[config.mk]
export PLATFORM = sky130hd
export DESIGN_NAME = axi_adapter
export DESIGN_NICKNAME = d
export VERILOG_FILES = /design/src/hw/bus_pkg.sv /design/src/hw/line_pkg.sv /design/src/hw/adapter_ctrl.sv /design/src/hw/write_engine.sv /design/src/hw/read_engine.sv /design/src/hw/axi_adapter.sv
export SDC_FILE = /design/constraint.sdc
export NUM_CORES = 1
export LEC_CHECK = 0
export ABC_CLOCK_PERIOD_IN_PS = 4400
export BUFFER_PORTS_ARGS = -buffer_cell sky130_fd_sc_hd__buf_2
export CAP_MARGIN = 20
export CORE_AREA = 2 2 354 356
export CTS_CLUSTER_DIAMETER = 100
export DETAILED_ROUTE_END_ITERATION = 10
export DIE_AREA = 0 0 356 358
export GPL_ROUTABILITY_DRIVEN = 0
export GPL_TIMING_DRIVEN = 1
export HOLD_SLACK_MARGIN = 0.12
export RECOVER_POWER = 100
export SETUP_SLACK_MARGIN = 0.4
export SLEW_MARGIN = 10
export SYNTH_ARGS = -nofsm -noshare
export SYNTH_HDL_FRONTEND = slang
export SYNTH_SLANG_ARGS = --single-unit
[constraint.sdc]
create_clock -name clk_i -period 4.4 [get_ports clk_i]
set_input_delay 0.66 -clock clk_i [delete_from_list [all_inputs] [get_ports clk_i]]
set_output_delay 0.66 -clock clk_i [all_outputs]
set_load 0.005 [all_outputs]
[src/hw/bus_pkg.sv]
// memory bus package: default sizes, channel structs, bundled request/response, response codes
package bus_pkg;

  // default sizes, used to size module parameters
  parameter int unsigned ADDR_W = 32;
  parameter int unsigned BEAT_W = 64;
  parameter int unsigned ID_W   = 4;

  parameter logic [1:0] RESP_OKAY = 2'b00;

  // ------------------------------
  // channel payloads
  // ------------------------------
  typedef struct packed {
    logic [ADDR_W-1:0] addr;
    logic [7:0]        len;
    logic [2:0]        size;
    logic [ID_W-1:0]   id;
  } addr_chan_t;

  typedef struct packed {
    logic [BEAT_W-1:0]   data;
    logic [BEAT_W/8-1:0] strb;
    logic                last;
  } wdata_chan_t;

  typedef struct packed {
    logic [1:0]      resp;
    logic [ID_W-1:0] id;
  } bresp_chan_t;

  typedef struct packed {
    logic [BEAT_W-1:0] data;
    logic [1:0]        resp;
    logic [ID_W-1:0]   id;
    logic              last;
  } rdata_chan_t;

  // manager to subordinate
  typedef struct packed {
    logic        aw_valid;
    addr_chan_t  aw;
    logic        w_valid;
    wdata_chan_t w;
    logic        b_ready;
    logic        ar_valid;
    addr_chan_t  ar;
    logic        r_ready;
  } bus_req_t;

  // subordinate to manager
  typedef struct packed {
    logic        aw_ready;
    logic        w_ready;
    logic        b_valid;
    bresp_chan_t b;
    logic        ar_ready;
    logic        r_valid;
    rdata_chan_t r;
  } bus_rsp_t;

endpackage

[src/hw/line_pkg.sv]
// cache-side package: line geometry, request kind, cache request and response structs
package line_pkg;

  // words per line, default for the BEATS module parameter
  parameter int unsigned BEATS = 4;

  // byte offset width of one line (BEATS * BEAT_W / 8 bytes)
  parameter int unsigned LINE_OFFSET = 5;

  typedef logic [BEATS-1:0][bus_pkg::BEAT_W-1:0]   line_t;
  typedef logic [BEATS-1:0][bus_pkg::BEAT_W/8-1:0] strb_line_t;

  typedef enum logic {
    SINGLE = 1'b0,
    LINE   = 1'b1
  } req_kind_e;

  // ------------------------------
  // cache request and response
  // ------------------------------
  typedef struct packed {
    logic                       we;
    req_kind_e                  kind;
    logic [bus_pkg::ADDR_W-1:0] addr;
    logic [1:0]                 size;
    logic [bus_pkg::ID_W-1:0]   id;
    line_t                      wdata;
    strb_line_t                 be;
  } cache_req_t;

  typedef struct packed {
    line_t                    rdata;
    logic [bus_pkg::ID_W-1:0] id;
  } cache_rsp_t;

endpackage

[src/hw/adapter_ctrl.sv]
// adapter_ctrl: request acceptance FSM, engine start pulses, grant forwarding, completion
`timescale 1ns/10ps

module adapter_ctrl #(
  parameter int unsigned ID_W = bus_pkg::ID_W
) (
  input  logic                clk_i,
  input  logic                rst_ni,
  input  logic                req_i,
  input  line_pkg::cache_req_t req_i_data,
  input  logic                wr_gnt_i,
  input  logic                rd_gnt_i,
  input  logic                wr_done_i,
  input  logic                rd_done_i,
  input  logic [ID_W-1:0]     wr_id_i,
  input  logic [ID_W-1:0]     rd_id_i,
  output logic                start_wr_o,
  output logic                start_rd_o,
  output logic                gnt_o,
  output logic                valid_o,
  output logic [ID_W-1:0]     rsp_id_o
);

  typedef enum logic [1:0] {
    IDLE,
    BUSY,
    RESPOND
  } state_e;

  state_e          state_q;
  logic            wr_active_q;
  logic            start_wr_q;
  logic            start_rd_q;
  logic [ID_W-1:0] rsp_id_q;

  logic            eng_done;
  logic [ID_W-1:0] eng_id;

  // only the active engine is listened to
  assign eng_done = wr_active_q ? wr_done_i : rd_done_i;
  assign eng_id   = wr_active_q ? wr_id_i : rd_id_i;

  assign gnt_o      = wr_active_q ? wr_gnt_i : rd_gnt_i;
  assign start_wr_o = start_wr_q;
  assign start_rd_o = start_rd_q;
  assign valid_o    = (state_q == RESPOND);
  assign rsp_id_o   = rsp_id_q;

  always_ff @(posedge clk_i or negedge rst_ni) begin
    if (!rst_ni) begin
      state_q     <= IDLE;
      wr_active_q <= 1'b0;
      start_wr_q  <= 1'b0;
      start_rd_q  <= 1'b0;
    end else begin
      start_wr_q <= 1'b0;
      start_rd_q <= 1'b0;
      case (state_q)
        IDLE: begin
          if (req_i) begin
            state_q     <= BUSY;
            wr_active_q <= req_i_data.we;
            start_wr_q  <= req_i_data.we;
            start_rd_q  <= !req_i_data.we;
          end
        end
        BUSY: begin
          if (eng_done) begin
            state_q <= RESPOND;
          end
        end
        // one-cycle completion pulse
        RESPOND: state_q <= IDLE;
        default: state_q <= IDLE;
      endcase
    end
  end

  always_ff @(posedge clk_i) begin
    if (state_q == BUSY && eng_done) begin
      rsp_id_q <= eng_id;
    end
  end

endmodule

[src/hw/write_engine.sv]
// write_engine: aw and w channel driver for single or burst writes, b response wait
`timescale 1ns/10ps

module write_engine #(
  parameter int unsigned BEATS  = line_pkg::BEATS,
  parameter int unsigned BEAT_W = bus_pkg::BEAT_W,
  parameter int unsigned ID_W   = bus_pkg::ID_W
) (
  input  logic                 clk_i,
  input  logic                 rst_ni,
  input  logic                 start_i,
  input  line_pkg::cache_req_t req_data_i,
  input  logic                 aw_ready_i,
  input  logic                 w_ready_i,
  input  logic                 b_valid_i,
  input  bus_pkg::bresp_chan_t b_i,
  output logic                 aw_valid_o,
  output bus_pkg::addr_chan_t  aw_o,
  output logic                 w_valid_o,
  output bus_pkg::wdata_chan_t w_o,
  output logic                 b_ready_o,
  output logic                 gnt_o,
  output logic                 done_o,
  output logic [ID_W-1:0]      id_o
);

  import bus_pkg::*;
  import line_pkg::*;

  localparam int unsigned CNT_W   = (BEATS > 1) ? $clog2(BEATS) : 1;
  localparam int unsigned BEAT_SZ = $clog2(BEAT_W / 8);

  logic             busy_q;
  logic             b_wait_q;
  logic             aw_done_q;
  logic             w_done_q;
  logic [CNT_W-1:0] cnt_q;

  logic             is_line;
  logic [CNT_W-1:0] last_idx;
  logic             aw_hs;
  logic             w_hs;
  logic             w_last_hs;
  logic             aw_fin;
  logic             w_fin;

  assign is_line  = (req_data_i.kind == LINE);
  assign last_idx = is_line ? CNT_W'(BEATS - 1) : '0;

  // ------------------------------
  // address channel
  // ------------------------------
  assign aw_valid_o = busy_q && !aw_done_q;
  assign aw_o.addr  = is_line ?
                      {req_data_i.addr[ADDR_W-1:LINE_OFFSET], {LINE_OFFSET{1'b0}}} :
                      req_data_i.addr;
  assign aw_o.len   = is_line ? 8'(BEATS - 1) : 8'd0;
  assign aw_o.size  = is_line ? 3'(BEAT_SZ) : {1'b0, req_data_i.size};
  assign aw_o.id    = req_data_i.id;

  // ------------------------------
  // data channel
  // ------------------------------
  // a single write starts and ends at word 0
  assign w_valid_o = busy_q && !w_done_q;
  assign w_o.data  = req_data_i.wdata[cnt_q];
  assign w_o.strb  = req_data_i.be[cnt_q];
  assign w_o.last  = (cnt_q == last_idx);

  assign aw_hs     = aw_valid_o && aw_ready_i;
  assign w_hs      = w_valid_o && w_ready_i;
  assign w_last_hs = w_hs && w_o.last;
  assign aw_fin    = aw_done_q || aw_hs;
  assign w_fin     = w_done_q || w_last_hs;

  // address and data may finish in either order
  assign gnt_o = busy_q && aw_fin && w_fin;

  // ------------------------------
  // write response
  // ------------------------------
  assign b_ready_o = b_wait_q;
  assign done_o    = b_wait_q && b_valid_i;
  assign id_o      = b_i.id;

  always_ff @(posedge clk_i or negedge rst_ni) begin
    if (!rst_ni) begin
      busy_q    <= 1'b0;
      b_wait_q  <= 1'b0;
      aw_done_q <= 1'b0;
      w_done_q  <= 1'b0;
      cnt_q     <= '0;
    end else begin
      if (start_i) begin
        busy_q    <= 1'b1;
        aw_done_q <= 1'b0;
        w_done_q  <= 1'b0;
        cnt_q     <= '0;
      end else if (busy_q) begin
        if (aw_hs) begin
          aw_done_q <= 1'b1;
        end
        if (w_last_hs) begin
          w_done_q <= 1'b1;
        end else if (w_hs) begin
          cnt_q <= cnt_q + 1'b1;
        end
        if (gnt_o) begin
          busy_q   <= 1'b0;
          b_wait_q <= 1'b1;
        end
      end
      if (done_o) begin
        b_wait_q <= 1'b0;
      end
    end
  end

endmodule

[src/hw/read_engine.sv]
// read_engine: ar channel driver, line assembly from read beats, critical word flag
`timescale 1ns/10ps

module read_engine #(
  parameter int unsigned BEATS  = line_pkg::BEATS,
  parameter int unsigned BEAT_W = bus_pkg::BEAT_W,
  parameter int unsigned ID_W   = bus_pkg::ID_W
) (
  input  logic                 clk_i,
  input  logic                 rst_ni,
  input  logic                 start_i,
  input  line_pkg::cache_req_t req_data_i,
  input  logic                 ar_ready_i,
  input  logic                 r_valid_i,
  input  bus_pkg::rdata_chan_t r_i,
  output logic                 ar_valid_o,
  output bus_pkg::addr_chan_t  ar_o,
  output logic                 r_ready_o,
  output line_pkg::line_t      line_o,
  output logic [BEAT_W-1:0]    crit_o,
  output logic                 crit_valid_o,
  output logic                 gnt_o,
  output logic                 done_o,
  output logic [ID_W-1:0]      id_o
);

  import bus_pkg::*;
  import line_pkg::*;

  localparam int unsigned CNT_W   = (BEATS > 1) ? $clog2(BEATS) : 1;
  localparam int unsigned BEAT_SZ = $clog2(BEAT_W / 8);

  logic             ar_busy_q;
  logic             r_wait_q;
  logic             done_q;
  logic             is_line_q;
  logic [CNT_W-1:0] cnt_q;
  logic [CNT_W-1:0] offset_q;
  logic [ID_W-1:0]  id_q;
  line_t            line_q;

  logic             is_line;
  logic             r_hs;

  assign is_line = (req_data_i.kind == LINE);

  // a line read starts at the line base, a single read at the exact address
  assign ar_valid_o = ar_busy_q;
  assign ar_o.addr  = is_line ?
                      {req_data_i.addr[ADDR_W-1:LINE_OFFSET], {LINE_OFFSET{1'b0}}} :
                      req_data_i.addr;
  assign ar_o.len   = is_line ? 8'(BEATS - 1) : 8'd0;
  assign ar_o.size  = is_line ? 3'(BEAT_SZ) : {1'b0, req_data_i.size};
  assign ar_o.id    = req_data_i.id;
  assign gnt_o      = ar_valid_o && ar_ready_i;

  assign r_ready_o = r_wait_q;
  assign r_hs      = r_valid_i && r_ready_o;

  // beat index matches the word that caused the request
  assign crit_valid_o = r_hs && is_line_q && (cnt_q == offset_q);
  assign crit_o       = r_i.data;

  assign line_o = line_q;
  assign done_o = done_q;
  assign id_o   = id_q;

  always_ff @(posedge clk_i or negedge rst_ni) begin
    if (!rst_ni) begin
      ar_busy_q <= 1'b0;
      r_wait_q  <= 1'b0;
      done_q    <= 1'b0;
      is_line_q <= 1'b0;
      cnt_q     <= '0;
      offset_q  <= '0;
    end else begin
      done_q <= 1'b0;
      if (start_i) begin
        ar_busy_q <= 1'b1;
      end else if (gnt_o) begin
        ar_busy_q <= 1'b0;
        r_wait_q  <= 1'b1;
        is_line_q <= is_line;
        cnt_q     <= '0;
        offset_q  <= req_data_i.addr[BEAT_SZ +: CNT_W];
      end
      if (r_hs) begin
        cnt_q <= cnt_q + 1'b1;
        if (r_i.last) begin
          r_wait_q <= 1'b0;
          done_q   <= 1'b1;
        end
      end
    end
  end

  // line register and returned id
  always_ff @(posedge clk_i) begin
    if (r_hs) begin
      line_q[is_line_q ? cnt_q : '0] <= r_i.data;
      if (r_i.last) begin
        id_q <= r_i.id;
      end
    end
  end

endmodule

[src/hw/axi_adapter.sv]
// axi_adapter: top level with controller, write engine, read engine and bus merge
`timescale 1ns/10ps

module axi_adapter #(
  parameter int unsigned BEATS  = line_pkg::BEATS,
  parameter int unsigned BEAT_W = bus_pkg::BEAT_W,
  parameter int unsigned ID_W   = bus_pkg::ID_W
) (
  input  logic                 clk_i,
  input  logic                 rst_ni,
  input  logic                 req_i,
  input  line_pkg::cache_req_t req_data_i,
  output logic                 gnt_o,
  output logic                 valid_o,
  output line_pkg::cache_rsp_t rsp_o,
  output logic [BEAT_W-1:0]    critical_word_o,
  output logic                 critical_word_valid_o,
  output bus_pkg::bus_req_t    bus_o,
  input  bus_pkg::bus_rsp_t    bus_i
);

  import bus_pkg::*;
  import line_pkg::*;

  logic            start_wr;
  logic            start_rd;
  logic            wr_gnt;
  logic            rd_gnt;
  logic            wr_done;
  logic            rd_done;
  logic [ID_W-1:0] wr_id;
  logic [ID_W-1:0] rd_id;
  logic [ID_W-1:0] rsp_id;
  line_t           rd_line;

  logic            aw_valid;
  logic            w_valid;
  logic            b_ready;
  logic            ar_valid;
  logic            r_ready;
  addr_chan_t      aw;
  addr_chan_t      ar;
  wdata_chan_t     w;

  adapter_ctrl #(
    .ID_W (ID_W)
  ) u_ctrl (
    .clk_i      (clk_i),
    .rst_ni     (rst_ni),
    .req_i      (req_i),
    .req_i_data (req_data_i),
    .wr_gnt_i   (wr_gnt),
    .rd_gnt_i   (rd_gnt),
    .wr_done_i  (wr_done),
    .rd_done_i  (rd_done),
    .wr_id_i    (wr_id),
    .rd_id_i    (rd_id),
    .start_wr_o (start_wr),
    .start_rd_o (start_rd),
    .gnt_o      (gnt_o),
    .valid_o    (valid_o),
    .rsp_id_o   (rsp_id)
  );

  write_engine #(
    .BEATS  (BEATS),
    .BEAT_W (BEAT_W),
    .ID_W   (ID_W)
  ) u_wr (
    .clk_i      (clk_i),
    .rst_ni     (rst_ni),
    .start_i    (start_wr),
    .req_data_i (req_data_i),
    .aw_ready_i (bus_i.aw_ready),
    .w_ready_i  (bus_i.w_ready),
    .b_valid_i  (bus_i.b_valid),
    .b_i        (bus_i.b),
    .aw_valid_o (aw_valid),
    .aw_o       (aw),
    .w_valid_o  (w_valid),
    .w_o        (w),
    .b_ready_o  (b_ready),
    .gnt_o      (wr_gnt),
    .done_o     (wr_done),
    .id_o       (wr_id)
  );

  read_engine #(
    .BEATS  (BEATS),
    .BEAT_W (BEAT_W),
    .ID_W   (ID_W)
  ) u_rd (
    .clk_i        (clk_i),
    .rst_ni       (rst_ni),
    .start_i      (start_rd),
    .req_data_i   (req_data_i),
    .ar_ready_i   (bus_i.ar_ready),
    .r_valid_i    (bus_i.r_valid),
    .r_i          (bus_i.r),
    .ar_valid_o   (ar_valid),
    .ar_o         (ar),
    .r_ready_o    (r_ready),
    .line_o       (rd_line),
    .crit_o       (critical_word_o),
    .crit_valid_o (critical_word_valid_o),
    .gnt_o        (rd_gnt),
    .done_o       (rd_done),
    .id_o         (rd_id)
  );

  // ------------------------------
  // bus merge and cache response
  // ------------------------------
  assign bus_o = '{
    aw_valid: aw_valid,
    aw:       aw,
    w_valid:  w_valid,
    w:        w,
    b_ready:  b_ready,
    ar_valid: ar_valid,
    ar:       ar,
    r_ready:  r_ready
  };

  assign rsp_o = '{rdata: rd_line, id: rsp_id};

endmodule

==> results of run 1 <==
power breakdown:
| group | internal [mW] | leakage, nW | total (mW) | switching (mW) |
|---|---|---|---|---|
| sequential | 3.25 | 2.63 | 3.40 | 0.153 |
| combinational | 0.921 | 2.88 | 2.13 | 1.21 |
| clock | 1.41 | 0.473 | 2.49 | 1.08 |
| total | 5.58 | 5.99 | 8.03 | 2.45 |
final cells by class:
type	instances	area, sq um	share of cell area, %
multi-input cells	169	2210	12.7
clock inverters	17	165	0.952
inverters	3	11.3	0.0649
well taps	1637	2050	11.8
flip-flops and latches	283	8410	48.5
clock buffers	38	802	4.62
repair buffers	810	3620	20.9
diodes	33	82.6	0.476
flip-flops by register name (all words and copies together), names as in the netlist, 2 cells and up:
register and count:
u_ctrl.rsp_id_o 4, u_ctrl.state_q 2, u_rd.cnt_q 2, u_rd.id_o 4, u_rd.line_o 256, u_rd.offset_q 2
u_wr.cnt_q 2
synthesized netlist by cell type, drive strengths merged, types with 2 or more instances:
cell type	number	share of area [%]
a21o	3	0.19
a21oi	5	0.21
and3	3	0.16
and3b	2	0.15
buf	173	11
clkbuf	4	0.13
dfrtp	19	4.0
edfxtp	264	67
inv	3	0.095
mux2	4	0.38
mux4	72	14
nand2	13	0.41
nand2b	3	0.16
nand3	3	0.13
nand3b	2	0.13
nor2	9	0.28
nor2b	10	0.53
nor3	3	0.13
nor3b	2	0.13
o21ai	3	0.13
or2	4	0.21
xor2	2	0.15
logic make-up after synthesis:
family	Yosys count	synth area share, %
AOI/OAI and AO/OA	18	1.06
muxes	77	14.1
DFF	283	70.8
and+or+nand+nor	58	2.81
buffers and inverters	180	11.0
xor gates and xnor gates	2	0.148
other	1	0.0316
placed cells by master, fill, tap and decap left out, drive strengths merged, types with 3 or more instances in the layout:
cell type	n
a21o	3
a21oi	5
and3	3
buf	403
clkbuf	444
clkinv	12
conb	14
dfrtp	19
diode	33
edfxtp	264
inv	5
mux2	4
mux4	72
nand2	13
nand2b	3
nand3	3
nor2	9
nor2b	10
nor3	3
o21ai	3
or2	4
worst paths after layout:
check	to	slack, ns	depth (start not counted)
worst max register to register	u_rd.line_o[145]	0.90	3
worst min register to register	u_rd.ar_valid_o	0.48	1
worst min-delay path	u_rd.id_o[2]	0.25	1
max in group asynchronous	u_wr.cnt_q[0]	2.18	2
min in group asynchronous	u_wr.cnt_q[1]	1.09	2
worst max-delay path	u_rd.line_o[145]	0.90	3
per-layer routing:
metal  routed length (um)  global-route usage, %
met1                23100                   10.3
met4                 3810                   4.88
met5                  356                      0
met3                 9170                   5.04
met2                30800                   15.8
==> reports/metrics.csv, run 1 <==
metric,value,unit
fin_util,14.1,%
crit_path_end_kind,flop,
clk_latency,0.61,ns
dp.cells,2901,
min_path_type,in -> reg,
power,8.03,mW
cpMaxStageDelayCell,clkbuf_2,
synth.cell_area,0.0119,sq mm
routedWlPerCell,22.5,um
grt_pass1_vias,8554,
arrival,3.71,ns
path_cells,"nand4_1, nor2_1, clkbuf_2",
cts_buffer_depth,3,
drt_iter0_markers,757,
ys_types,39,
place_ws,1.40,ns
design_area,0.0173,sq mm
start_kind,flop,
setup_viol,0,
cts_resized,0,
numPortBuffers,800,
worstReg2RegStart,u_rd.r_ready_o,
hold_start,bus_i[3],
grt_pass1_wl,81500,um
max_freq,286,MHz
maxCapViolCount,5,
overflow,0,
ys_seq_area_share,70.8,%
worstMarginPinSlew,2.45,ns
status,finished with violations,
crit_fanout,48,
drt_first_pass_iters,5,
drcViolationCount,0,
cts_setup_buffers,0,
fin_crit_sh,79.5,%
synthArstFlopShare,6.71,%
relSlewSlack,-64.0,%
io_pins,912,
hpwlAfterDp,58200,um
cts.clk_slew.worst_paths,0.06,ns
ant_nets,0,
final_nets,1710,
path_class,reg -> reg,
rsz0062_at_grt,no,
timing.hold.ws,0.247,ns
gr-usage-all-layers,9.70,%
fin_cells,2990,
hold_buffers,1,
via_count,8999,
setup_tns,0,ns
ir_drop,0.342,mV
path_delay_family,buffers and inverters,
synth_edf_count,264,
crit_path_start,u_rd.r_ready_o,
wirelength,67200,um
finalMaxSlewViolations,207,
critPathBufInv,1,
max_stage_delay,1.30,ns
antenna_found_initial,77,
vias_per_cell,3.01,
ys_ff_latch,283,
fin_ws,0.900,ns
tritoncts,done,
rows,129,
leakage,5.99,nW
yosys_warnings,0,
crit_required,4.61,ns
chipWidth,356,um
placed_area,0.0168,sq mm
cts_made_buffers,30,
design.core.area,0.123,sq mm
violations,"max-capacitance violations, max-slew violations",
die_h,358,um
start_util,9.63,%
skew,0.0342,ns
cts-root-buf,clkbuf_16,
finalHoldViolations,0,
fillers,14023,
syn2layout_area_growth,46.1,%
drive_above_1_share,42.4,%
synth_cells,619,
die_area,0.127,sq mm
synth_flop_cell,edfxtp_1,
numClockSinks,283,
htree_levels,1,
avgSynthCellArea,19.2,sq um
min_period,3.50,ns
powerDensity,463,mW/mm^2
grt_max_degree,73,
Power figures use the tool's default switching activity.
==> run 2: changes to the inputs <==
- ABC_CLOCK_PERIOD_IN_PS: 4400 -> 3400
- clock period: 4.4 -> 3.4 ns (I/O delays scaled with it)
==> reports/metrics.csv, run 2 (synthesized netlist as in run 1, its figures left out) <==
metric,value,unit
placed_area,0.0171,sq mm
ir_drop,0.429,mV
dp.cells,2923,
leakage,6.33,nW
power,10.7,mW
antenna_found_initial,51,
grt_pass1_vias,8135,
largest_reg_flops,256,
setup_tns,0,ns
routedWlPerCell,18.8,um
violations,"max-capacitance violations, max-slew violations",
numClockSinks,283,
via_count,8956,
powerDensity,599,mW/mm^2
path_class,reg -> out,
overflow,0,
crit_path_start,u_wr.cnt_q[0],
design_area,0.0179,sq mm
finalMaxSlewViolations,19,
rsz0062_at_grt,no,
crit_fanout,11,
design.core.area,0.123,sq mm
gr-usage-all-layers,8.08,%
min_period,2.99,ns
ant_nets,0,
max_freq,335,MHz
status,finished with violations,
hold_start,req_data_i[297],
tritoncts,done,
worstReg2RegStart,u_rd.is_line_q,
drt_iter0_markers,698,
cts-root-buf,clkbuf_16,
fillers,13903,
numPortBuffers,800,
die_area,0.127,sq mm
drcViolationCount,0,
maxCapViolCount,3,
finalHoldViolations,0,
cts_buffer_depth,3,
start_kind,flop,
vias_per_cell,2.96,
setup_viol,0,
clk_latency,0.56,ns
rows,129,
fin_cells,3021,
hpwlAfterDp,47500,um
chipWidth,356,um
final_nets,1756,
cts_resized,0,
drt_first_pass_iters,5,
start_util,9.63,%
cts_made_buffers,34,
drive_above_1_share,45.6,%
skew,0.0368,ns
arrival,2.48,ns
crit_required,2.89,ns
wirelength,56700,um
grt_max_degree,70,
cts.clk_slew.worst_paths,0.06,ns
worstMarginPinSlew,1.86,ns
syn2layout_area_growth,50.5,%
layout_commonest_cell,buf_2,
min_path_type,in -> reg,
htree_levels,2,
relSlewSlack,-24.5,%
fin_crit_sh,87.8,%
die_h,358,um
crit_path_end_kind,output port,
grt_pass1_wl,69700,um
io_pins,912,
final_cell_mix,"buf_2 (447), clkbuf_1 (346), edfxtp_1 (264)",
## run 2: cell type report
| class | instances | area, sq um | share of cell area, % |
|---|---|---|---|
| clock inverter | 19 | 206 | 1.16 |
| tap | 1637 | 2050 | 11.5 |
| multi-input combinational | 169 | 2200 | 12.3 |
| antenna | 17 | 42.5 | 0.238 |
| sequential | 283 | 8410 | 47.0 |
| timing repair buffer | 852 | 4080 | 22.8 |
| inverter | 3 | 11.3 | 0.0630 |
| clock buffer | 41 | 877 | 4.91 |
## run 2: worst paths after layout
kind                               endpoint  slack, ns  cells past startpoint
max                               bus_o[83]       0.41                      3
max reg2reg                u_rd.line_o[138]       0.50                      4
min                        u_rd.offset_q[0]       0.21                      3
min in group asynchronous    u_rd.r_ready_o       0.88                      2
min reg2reg                 u_rd.ar_valid_o       0.46                      1
max in group asynchronous     u_wr.cnt_q[1]       1.47                      2
## run 2: power by group
group          leakage (nW)  internal (mW)  switching (mW)  total [mW]
combinational          3.17           1.33            1.51        2.85
clock                 0.524           1.96            1.48        3.44
sequential             2.63           4.18           0.241        4.43
## run 2: layer usage
| metal | vias up | global-route usage (%) | part of all wire, % |
|---|---|---|---|
| li1 | 3723 | - | - |
| met1 | 4344 | 9.92 | 40 |
| met2 | 689 | 11.3 | 42 |
| met3 | 166 | 4.68 | 14 |
| met4 | 34 | 3.48 | 3.7 |
| met5 | - | 0.852 | 0.78 |
## run 2: timing repair
item | 4_1_cts | 5_1_grt
setup buffers | 5 | 0
hold buffers | 16 | 0
setup endpoints to repair | 48 | 0
endpoints found under the hold margin | 62 | 0
## run 2: through the flow
stage	hold slack [ns]	setup WS, ns	utilization, %
2_1_floorplan	0.214	-0.387	-
3_3_place_gp	0.446	0.896	13.8
3_5_place_dp	0.453	0.892	13.8
4_1_cts	0.122	0.547	14.9
5_1_grt	0.204	0.242	14.5
6_report	0.211	0.414	14.5
## run 2: worst max-delay path, stage by stage (launching register included)
cell and delay [ns]:
dfrtp_1 0.64, clkbuf_2 0.46, mux4_2 0.55, clkbuf_1 0.26
